<file path="src/design/periph_pkg.sv">
// ~~~~~~~~~~~~~~~~~~~~~~~~~~~~~~~~~~~~~~~~~~~~~~~~~~
// Peripheral block shared definitions
// Address map, bus widths, register select enum
// APB, register write, flash pin and button structs
// ~~~~~~~~~~~~~~~~~~~~~~~~~~~~~~~~~~~~~~~~~~~~~~~~~~

`default_nettype none

package periph_pkg;

    // Bus widths
    localparam int data_w = 32;
    localparam int addr_w = 8;

    // Word address, byte offset bits dropped
    localparam int word_w = addr_w - 2;

    // Gamepad shift state
    localparam int pad_w = 16;

    // LED state out of reset, red on
    localparam logic [1:0] status_reset = 2'b01;

    // Target register from the word address
    typedef enum logic [2:0] {
        sel_status = 3'd0,
        sel_mult_a = 3'd1,
        sel_mult_b = 3'd2,
        sel_pad    = 3'd3,
        sel_flash  = 3'd4,
        sel_none   = 3'd7
    } reg_sel_e;

    typedef struct packed {
        logic [addr_w-1:0] paddr;
        logic              psel;
        logic              penable;
        logic              pwrite;
        logic [data_w-1:0] pwdata;
    } apb_req_t;

    typedef struct packed {
        logic [data_w-1:0] prdata;
        logic              pready;
        logic              pslverr;
    } apb_rsp_t;

    // One register write, valid for a single cycle
    typedef struct packed {
        logic              valid;
        reg_sel_e          sel;
        logic [data_w-1:0] data;
    } reg_wr_t;

    typedef struct packed {
        logic       clk;
        logic       csn;
        logic [3:0] io_out;
        logic [3:0] io_oe;
    } flash_pins_t;

    typedef struct packed {
        logic btn_1;
        logic btn_2;
        logic btn_3;
    } buttons_t;

    // Flash pins while manual mode is off
    localparam flash_pins_t flash_idle = '{clk: 1'b0, csn: 1'b1, io_out: 4'b0, io_oe: 4'b0};

endpackage

`default_nettype wire
</file>
<file path="src/design/mmio_top.sv">
// ~~~~~~~~~~~~~~~~~~~~~~~~~~~~~~~~~~~~~~~~~~~~~~~~~~
// Memory-mapped peripheral block top level
// APB decoder, registers, multiplier, pad shifter
// ~~~~~~~~~~~~~~~~~~~~~~~~~~~~~~~~~~~~~~~~~~~~~~~~~~

`timescale 1ns/100ps
`default_nettype none

module mmio_top (
    input  logic                    vdp_clk,
    input  logic                    vdp_reset,
    input  periph_pkg::apb_req_t    apb_req,
    output periph_pkg::apb_rsp_t    apb_rsp,
    input  periph_pkg::buttons_t    buttons,
    output logic [1:0]              leds,
    output periph_pkg::flash_pins_t flash_pins,
    input  logic [3:0]              flash_io_in
);

    periph_pkg::reg_wr_t           reg_wr;
    logic [1:0]                    status_rd;
    logic [periph_pkg::data_w-1:0] product;
    logic                          pad_bit;
    logic [3:0]                    flash_rd;
    logic [1:0]                    pad_ctrl;

    apb_decoder decoder (
        .vdp_clk(vdp_clk),
        .vdp_reset(vdp_reset),
        .apb_req(apb_req),
        .apb_rsp(apb_rsp),
        .reg_wr(reg_wr),
        .status_rd(status_rd),
        .product(product),
        .pad_bit(pad_bit),
        .flash_rd(flash_rd)
    );

    periph_regs regs (
        .vdp_clk(vdp_clk),
        .vdp_reset(vdp_reset),
        .reg_wr(reg_wr),
        .status_rd(status_rd),
        .leds(leds),
        .pad_ctrl(pad_ctrl),
        .flash_pins(flash_pins),
        .flash_io_in(flash_io_in),
        .flash_rd(flash_rd)
    );

    dsp_mult mult (
        .vdp_clk(vdp_clk),
        .reg_wr(reg_wr),
        .product(product)
    );

    pad_shifter pad (
        .vdp_clk(vdp_clk),
        .vdp_reset(vdp_reset),
        .pad_ctrl(pad_ctrl),
        .buttons(buttons),
        .pad_bit(pad_bit)
    );

endmodule

`default_nettype wire

</file>
<file path="src/design/pad_shifter.sv">
// ~~~~~~~~~~~~~~~~~~~~~~~~~~~~~~~~~~~~~~~~~~~~~~~~~~
// Gamepad button latch and serial shift
// ~~~~~~~~~~~~~~~~~~~~~~~~~~~~~~~~~~~~~~~~~~~~~~~~~~

`timescale 1ns/100ps
`default_nettype none

module pad_shifter (
    input  logic                 vdp_clk,
    input  logic                 vdp_reset,
    input  logic [1:0]           pad_ctrl,
    input  periph_pkg::buttons_t buttons,
    output logic                 pad_bit
);

    logic                         pad_latch;
    logic                         pad_clk;
    logic                         pad_clk_r;
    logic                         clk_rise;
    logic [periph_pkg::pad_w-1:0] load_val;
    logic [periph_pkg::pad_w-1:0] state;

    assign pad_latch = pad_ctrl[0];
    assign pad_clk = pad_ctrl[1];
    assign clk_rise = pad_clk && !pad_clk_r;

    // Board buttons stand in for left, right and B
    assign load_val = {{(periph_pkg::pad_w-8){1'b0}},
                       buttons.btn_1, buttons.btn_3, 5'b0, buttons.btn_2};

    always_ff @(posedge vdp_clk) begin
        if (vdp_reset) begin
            state <= '0;
            pad_clk_r <= 1'b0;
        end else begin
            pad_clk_r <= pad_clk;
            // Shift wins over a load in the same cycle
            if (clk_rise) begin
                state <= {1'b0, state[periph_pkg::pad_w-1:1]};
            end else if (pad_latch) begin
                state <= load_val;
            end
        end
    end

    assign pad_bit = state[0];

endmodule

`default_nettype wire

</file>
<file path="src/design/dsp_mult.sv">
// ~~~~~~~~~~~~~~~~~~~~~~~~~~~~~~~~~~~~~~~~~~~~~~~~~~
// Signed 16x16 multiplier with registered product
// ~~~~~~~~~~~~~~~~~~~~~~~~~~~~~~~~~~~~~~~~~~~~~~~~~~

`timescale 1ns/100ps
`default_nettype none

module dsp_mult (
    input  logic                          vdp_clk,
    input  periph_pkg::reg_wr_t           reg_wr,
    output logic [periph_pkg::data_w-1:0] product
);

    logic               wr_a;
    logic               wr_b;
    logic signed [15:0] mult_a;
    logic signed [15:0] mult_b;
    logic signed [31:0] product_q;

    assign wr_a = reg_wr.valid && (reg_wr.sel == periph_pkg::sel_mult_a);
    assign wr_b = reg_wr.valid && (reg_wr.sel == periph_pkg::sel_mult_b);

    // Flat enables so the operands map onto the DSP input registers
    always_ff @(posedge vdp_clk) begin
        if (wr_a) begin
            mult_a <= reg_wr.data[15:0];
        end
        if (wr_b) begin
            mult_b <= reg_wr.data[15:0];
        end
        product_q <= mult_a * mult_b;
    end

    assign product = product_q;

endmodule

`default_nettype wire

</file>
<file path="src/design/periph_regs.sv">
// ~~~~~~~~~~~~~~~~~~~~~~~~~~~~~~~~~~~~~~~~~~~~~~~~~~
// Status, gamepad control and flash control regs
// Flash pin drive and flash input sample
// ~~~~~~~~~~~~~~~~~~~~~~~~~~~~~~~~~~~~~~~~~~~~~~~~~~

`timescale 1ns/100ps
`default_nettype none

module periph_regs (
    input  logic                    vdp_clk,
    input  logic                    vdp_reset,
    input  periph_pkg::reg_wr_t     reg_wr,
    output logic [1:0]              status_rd,
    output logic [1:0]              leds,
    output logic [1:0]              pad_ctrl,
    output periph_pkg::flash_pins_t flash_pins,
    input  logic [3:0]              flash_io_in,
    output logic [3:0]              flash_rd
);

    logic                    wr_status;
    logic                    wr_pad;
    logic                    wr_flash;
    logic [1:0]              status_q;
    logic [1:0]              pad_ctrl_q;
    logic                    flash_active;
    periph_pkg::flash_pins_t flash_manual;
    logic [3:0]              flash_in_q;

    assign wr_status = reg_wr.valid && (reg_wr.sel == periph_pkg::sel_status);
    assign wr_pad = reg_wr.valid && (reg_wr.sel == periph_pkg::sel_pad);
    assign wr_flash = reg_wr.valid && (reg_wr.sel == periph_pkg::sel_flash);

    always_ff @(posedge vdp_clk) begin
        if (vdp_reset) begin
            status_q <= periph_pkg::status_reset;
            pad_ctrl_q <= 2'b00;
            flash_active <= 1'b0;
        end else begin
            if (wr_status) begin
                status_q <= reg_wr.data[1:0];
            end
            // Bit 0 latch, bit 1 pad clock
            if (wr_pad) begin
                pad_ctrl_q <= reg_wr.data[1:0];
            end
            if (wr_flash) begin
                flash_active <= reg_wr.data[15];
            end
        end
    end

    // Manual pin state only visible while active
    always_ff @(posedge vdp_clk) begin
        if (wr_flash) begin
            flash_manual.io_out <= reg_wr.data[3:0];
            flash_manual.io_oe <= reg_wr.data[7:4];
            flash_manual.clk <= reg_wr.data[8];
            flash_manual.csn <= reg_wr.data[9];
        end
    end

    always_ff @(posedge vdp_clk) begin
        flash_in_q <= flash_io_in;
    end

    assign flash_pins = flash_active ? flash_manual : periph_pkg::flash_idle;
    assign flash_rd = flash_in_q;

    // Red on bit 0, blue on bit 1
    assign leds = status_q;
    assign status_rd = status_q;
    assign pad_ctrl = pad_ctrl_q;

endmodule

`default_nettype wire

</file>
<file path="src/design/apb_decoder.sv">
// ~~~~~~~~~~~~~~~~~~~~~~~~~~~~~~~~~~~~~~~~~~~~~~~~~~
// APB slave for the peripheral block
// Word decode, single wait state, write strobe
// and registered read data return
// ~~~~~~~~~~~~~~~~~~~~~~~~~~~~~~~~~~~~~~~~~~~~~~~~~~

`timescale 1ns/100ps
`default_nettype none

module apb_decoder (
    input  logic                               vdp_clk,
    input  logic                               vdp_reset,
    input  periph_pkg::apb_req_t               apb_req,
    output periph_pkg::apb_rsp_t               apb_rsp,
    output periph_pkg::reg_wr_t                reg_wr,
    input  logic [1:0]                         status_rd,
    input  logic [periph_pkg::data_w-1:0]      product,
    input  logic                               pad_bit,
    input  logic [3:0]                         flash_rd
);

    logic [periph_pkg::word_w-1:0] word_addr;
    periph_pkg::reg_sel_e          sel;
    logic [periph_pkg::data_w-1:0] rd_mux;
    logic [periph_pkg::data_w-1:0] prdata_q;
    logic                          pready_q;
    logic                          pslverr_q;
    logic                          wr_valid_q;
    logic                          access_first;

    assign word_addr = apb_req.paddr[periph_pkg::addr_w-1:2];

    always_comb begin
        case (word_addr)
            6'd0:    sel = periph_pkg::sel_status;
            6'd1:    sel = periph_pkg::sel_mult_a;
            6'd2:    sel = periph_pkg::sel_mult_b;
            6'd3:    sel = periph_pkg::sel_pad;
            6'd4:    sel = periph_pkg::sel_flash;
            default: sel = periph_pkg::sel_none;
        endcase
    end

    // Unmapped words read as zero
    always_comb begin
        case (sel)
            periph_pkg::sel_status: rd_mux = {{(periph_pkg::data_w-2){1'b0}}, status_rd};
            periph_pkg::sel_mult_a,
            periph_pkg::sel_mult_b: rd_mux = product;
            periph_pkg::sel_pad:    rd_mux = {{(periph_pkg::data_w-2){1'b0}}, 1'b0, pad_bit};
            periph_pkg::sel_flash:  rd_mux = {{(periph_pkg::data_w-4){1'b0}}, flash_rd};
            default:                rd_mux = '0;
        endcase
    end

    // First access cycle, this is the wait state
    assign access_first = apb_req.psel && apb_req.penable && !pready_q;

    always_ff @(posedge vdp_clk) begin
        if (vdp_reset) begin
            pready_q <= 1'b0;
            pslverr_q <= 1'b0;
            wr_valid_q <= 1'b0;
        end else begin
            pready_q <= access_first;
            pslverr_q <= access_first && (sel == periph_pkg::sel_none);
            wr_valid_q <= access_first && apb_req.pwrite && (sel != periph_pkg::sel_none);
        end
    end

    always_ff @(posedge vdp_clk) begin
        if (access_first) begin
            prdata_q <= rd_mux;
        end
    end

    assign apb_rsp = '{prdata: prdata_q, pready: pready_q, pslverr: pslverr_q};

    // Strobe lines up with pready, master holds pwdata and paddr
    assign reg_wr.valid = wr_valid_q;
    assign reg_wr.sel = sel;
    assign reg_wr.data = apb_req.pwdata;

    penable_needs_psel: assert property (
        @(posedge vdp_clk) disable iff (vdp_reset)
        apb_req.penable |-> apb_req.psel
    );

    // Master must hold the request through the wait state
    req_stable_in_wait: assert property (
        @(posedge vdp_clk) disable iff (vdp_reset)
        (apb_req.psel && apb_req.penable && !pready_q) |=>
            (apb_req.psel && apb_req.penable && $stable(apb_req.paddr) &&
             $stable(apb_req.pwrite) && $stable(apb_req.pwdata))
    );

endmodule

`default_nettype wire

</file>
<file path="config.mk">
export PLATFORM = sky130hd
export DESIGN_NAME = mmio_top
export DESIGN_NICKNAME = d
export VERILOG_FILES = /design/src/design/periph_pkg.sv /design/src/design/mmio_top.sv /design/src/design/pad_shifter.sv /design/src/design/dsp_mult.sv /design/src/design/periph_regs.sv /design/src/design/apb_decoder.sv
export SDC_FILE = /design/constraint.sdc
export NUM_CORES = 1
export LEC_CHECK = 0
export BUFFER_PORTS_ARGS = -buffer_cell sky130_fd_sc_hd__buf_2
export CELL_PAD_IN_SITES_DETAIL_PLACEMENT = 0
export CELL_PAD_IN_SITES_GLOBAL_PLACEMENT = 1
export CORE_UTILIZATION = 50
export CTS_BUF_LIST = sky130_fd_sc_hd__clkbuf_16
export DETAILED_ROUTE_END_ITERATION = 7
export GPL_TIMING_DRIVEN = 0
export PLACE_DENSITY = 0.8
export SLEW_MARGIN = 20
export SYNTH_ARGS = -nofsm -noshare
export SYNTH_HDL_FRONTEND = slang
export SYNTH_SLANG_ARGS = --single-unit
</file>
<file path="constraint.sdc">
create_clock -name vdp_clk -period 6.98 [get_ports vdp_clk]
set_input_delay 0.349 -clock vdp_clk [delete_from_list [all_inputs] [get_ports vdp_clk]]
set_output_delay 0.349 -clock vdp_clk [all_outputs]
set_load 0.005 [all_outputs]
</file>
==> impl_metrics.env <==
export IMPL_required_ns=7.29
export IMPL_final_nets=1872
export IMPL_dr_first_iter_drc_count=576
export IMPL_critPathKind="register to register"
export IMPL_timing_rr_start="mult.mult_a[5]"
export IMPL_grtUsageTotal_pct=24.60
export IMPL_endpoint_kind="register"
export IMPL_crit_start="mult.mult_a[5]"
export IMPL_routed_wl_um=31840
export IMPL_syn_to_final_growth_pct=10.68
export IMPL_hold_path_class="input pin to register"
export IMPL_power_density_nw_per_um2=112.7
export IMPL_synth_nets=1773
export IMPL_crit_buf_inv=6
export IMPL_grt_pass1_vias=10310
export IMPL_gp_congestion=0.8878
export IMPL_ir_drop_mv=0.1702
export IMPL_via_per_inst=5.114
export IMPL_max_stage_delay_ns=0.53
export IMPL_cts_tree="done"
export IMPL_cts_buffers=17
export IMPL_ys_flop_type="edfxtp_1"
export IMPL_p_comb_share_pct=2.6
export IMPL_instances_no_fill=1867
export IMPL_worst_slew_pin_slew_ns=0.8862
export IMPL_cts_sinks=127
export IMPL_hold_path_depth=1
export IMPL_utilization_pct=56.17
export IMPL_clock_fmax_mhz=148.1
export IMPL_start_util_pct=50.75
export IMPL_met1_usage_pct=31.93
export IMPL_maxSlewViolCount=0
export IMPL_cp_common_cell="fa_1"
export IMPL_cts_buffer_depth=2
export IMPL_grt_max_degree=25
export IMPL_dr_total_vias=9547
export IMPL_die_y_um=169.9
export IMPL_drc=0
export IMPL_grt_ovfl_total=0
export IMPL_fin_ws_ns=0.2293
export IMPL_sw_frac_of_total_pct=23.46
export IMPL_drive_gt1_share_pct=9.469
export IMPL_htree_levels=4
export IMPL_pre_cts_slack_ns=0.1010
export IMPL_fin_tns_setup_ns=0
export IMPL_worstPathCellList="clkbuf_1 > and2_1 > fa_1 > inv_1 > fa_1 > fa_1 > fa_1 > inv_1 > fa_1 > inv_1 > fa_1 > inv_1 > ha_1 > buf_6 > a211oi_2 > or3b_1 > a311oi_2 > o31ai_2 > o311a_1"
export IMPL_netlist_instances=1377
export IMPL_synth_area_per_cell_um2=10.24
export IMPL_boundaryPins=98
export IMPL_skew_ns=0.01456
export IMPL_first_pass_iters=5
export IMPL_synth_area_um2=14100
export IMPL_use_met2_pct=41.55
export IMPL_report_final_setup_viol=0
export IMPL_antenna_found_initial=0
export IMPL_status="finished clean"
export IMPL_gr_max_usage_layer="met2"
export IMPL_slew_headroom_pct=40.85
export IMPL_clk_pin_slew_ns=0.07
export IMPL_clockPowerShare_pct=51.8
export IMPL_critical_path_max_fanout=10
export IMPL_r2r_setup_slack_ns=0.23
export IMPL_start_kind="register"
export IMPL_place_inst=1835
export IMPL_power_mw=1.758
export IMPL_ys_types=58
export IMPL_slowest_stage="clkbuf_1"
export IMPL_r2r_cells=19
export IMPL_crit_family="adder cells"
export IMPL_internal_power_mw=1.346
export IMPL_r2r_end="mult.product[29]"
export IMPL_dieWidth_um=169.9
export IMPL_synth_edff_count=74
export IMPL_period_share_pct=96.72
export IMPL_num_rows=61
export IMPL_post_cts_repair_setup_buffers=0
export IMPL_yosysWarnings=0
export IMPL_whs_ns=0.02669
export IMPL_total_leakage_power_nw=7.517
export IMPL_filler_cell_count=2510
export IMPL_postSynth_asyncResetShare_pct=0
export IMPL_final_cell_mix="317 x inv_1, 262 x fa_1, 161 x and2_1, 131 x nand2_1, 82 x ha_1"
export IMPL_netSwitchingPower_uw=412.5
export IMPL_pwr_share_seq_pct=45.6
export IMPL_crit_arrival_ns=7.06
export IMPL_finish_instance_area_um2=15610
export IMPL_cts_root_buf="clkbuf_16"
export IMPL_ys_seq_area_share_pct=23.29
export IMPL_hold_violations=0
export IMPL_clock_latency_ns=0.43
export IMPL_wire_per_inst_um=17.05
export IMPL_final_common_cell="inv_1"
export IMPL_min_from="flash_io_in[2]"
export IMPL_port_buffers=79
export IMPL_grt_pass1_wl_um=53390
export IMPL_dp_hpwl_um=26210
export IMPL_antenna_cells=0
export IMPL_ant_nets=0
export IMPL_period_needed_ns=6.751
export IMPL_max_cap_viol_count=0
export IMPL_grt_use_met3_pct=4.047
export IMPL_core_area_um2=27780
export IMPL_synth_seq_cells=127
export IMPL_rsz0062_at_grt="false"
export IMPL_hold_end="regs.flash_rd[2]"
export IMPL_placed_area_um2=15000
export IMPL_dieArea_um2=28870
## cell families after synthesis
logic type               synth area share, %
XOR/XNOR                               2.112
AO/OA/AOI/OAI                          5.244
buffers and inverters                  9.939
flip-flops                             23.29
adder cells (fa/ha/maj)                44.48
AND/OR/NAND/NOR                        14.30
multiplexers                          0.6389
## worst register-to-register path: stages, from the launching register on
cell and delay, ns:
edfxtp_1 0.50, clkbuf_1 0.53, and2_1 0.25, fa_1 0.41, inv_1 0.09, fa_1 0.45
fa_1 0.45, fa_1 0.49, inv_1 0.05, fa_1 0.52, inv_1 0.05, fa_1 0.47
inv_1 0.05, ha_1 0.28, buf_6 0.14, a211oi_2 0.34, or3b_1 0.49, a311oi_2 0.49
o31ai_2 0.22, o311a_1 0.37
## cells in the mapped netlist, types with 2 or more instances
master	number	area (um^2)
inv_1	316	1186
fa_1	262	5245
and2_1	161	1007
nand2_1	131	491.7
ha_1	82	1026
edfxtp_1	74	2222
dfxtp_1	53	1061
nor2_1	49	183.9
clkbuf_1	38	142.6
a21oi_1	29	145.1
xnor2_1	23	201.4
o21ai_0	12	60.06
xor2_1	11	96.34
a21o_1	10	75.07
nand2b_1	10	62.56
mux2i_1	9	90.09
a211oi_1	7	52.55
nand3_1	7	35.03
nand4_1	7	43.79
nor3_1	6	30.03
a31oi_1	5	31.28
nor3b_1	5	37.54
o211ai_1	5	37.54
o21a_1	5	37.54
a211o_1	4	35.03
a31o_2	4	35.03
buf_4	4	30.03
nor2b_1	4	25.02
a221oi_1	3	26.28
a22oi_1	3	22.52
a311oi_1	3	26.28
buf_6	3	33.78
nor4_1	3	18.77
a21boi_0	2	15.01
o21bai_1	2	15.01
or2_2	2	12.51
or3_1	2	12.51
## state kept, by name, summed over array words and instances, names as in the netlist
register            cells
mult.mult_b            16
regs.flash_rd           4
regs.flash_active       1
regs.leds               2
pad.pad_clk_r           1
pad.state               8
decoder.prdata_q       32
mult.product           32
decoder.pslverr_q       1
mult.mult_a            16
regs.pad_ctrl           2
regs.flash_manual      10
decoder.wr_valid_q      1
decoder.pready_q        1
## cell type report
type	count	area [um^2]	area share, %
clock inverters	14	143.9	0.9221
well taps	378	473.0	3.031
repair buffers	80	415.4	2.662
multi-input cells	887	9428	60.42
inverters	316	1186	7.601
clock buffers	18	450.4	2.886
plain buffers	47	225.2	1.443
flip-flops and latches	127	3283	21.04
## per-layer routing
metal  up-vias  wire, um
li1       4392         -
met1      4887     13830
met2       227     15560
met3        41      1517
met4         0       939
met5         -         0
## repair_timing
| action | in CTS | in global routing |
|---|---|---|
| hold buffers | 0 | 0 |
| resized for setup | 0 | 16 |
| endpoints found under the setup margin | 0 | 9 |
## worst max-delay path by stage
stage	cells past startpoint	end	slack (ns)
detailed placement	18	mult.product[29]	0.10
global route	20	mult.product[25]	0.003
CTS	18	mult.product[29]	0.08
global placement	18	mult.product[29]	0.13
floorplan	19	mult.product[30]	1.20
finish	19	mult.product[29]	0.23
## power groups by stage
stage               Clock (mW)  Sequential (mW)  Combinational (mW)
floorplan                    0            0.820              0.0179
global placement             0            0.819              0.0442
detailed placement           0            0.818              0.0467
CTS                      0.931            0.802              0.0469
global route             0.963            0.802              0.0514
finish                   0.910            0.802              0.0463
No activity file was read; power rests on OpenSTA's default activity.
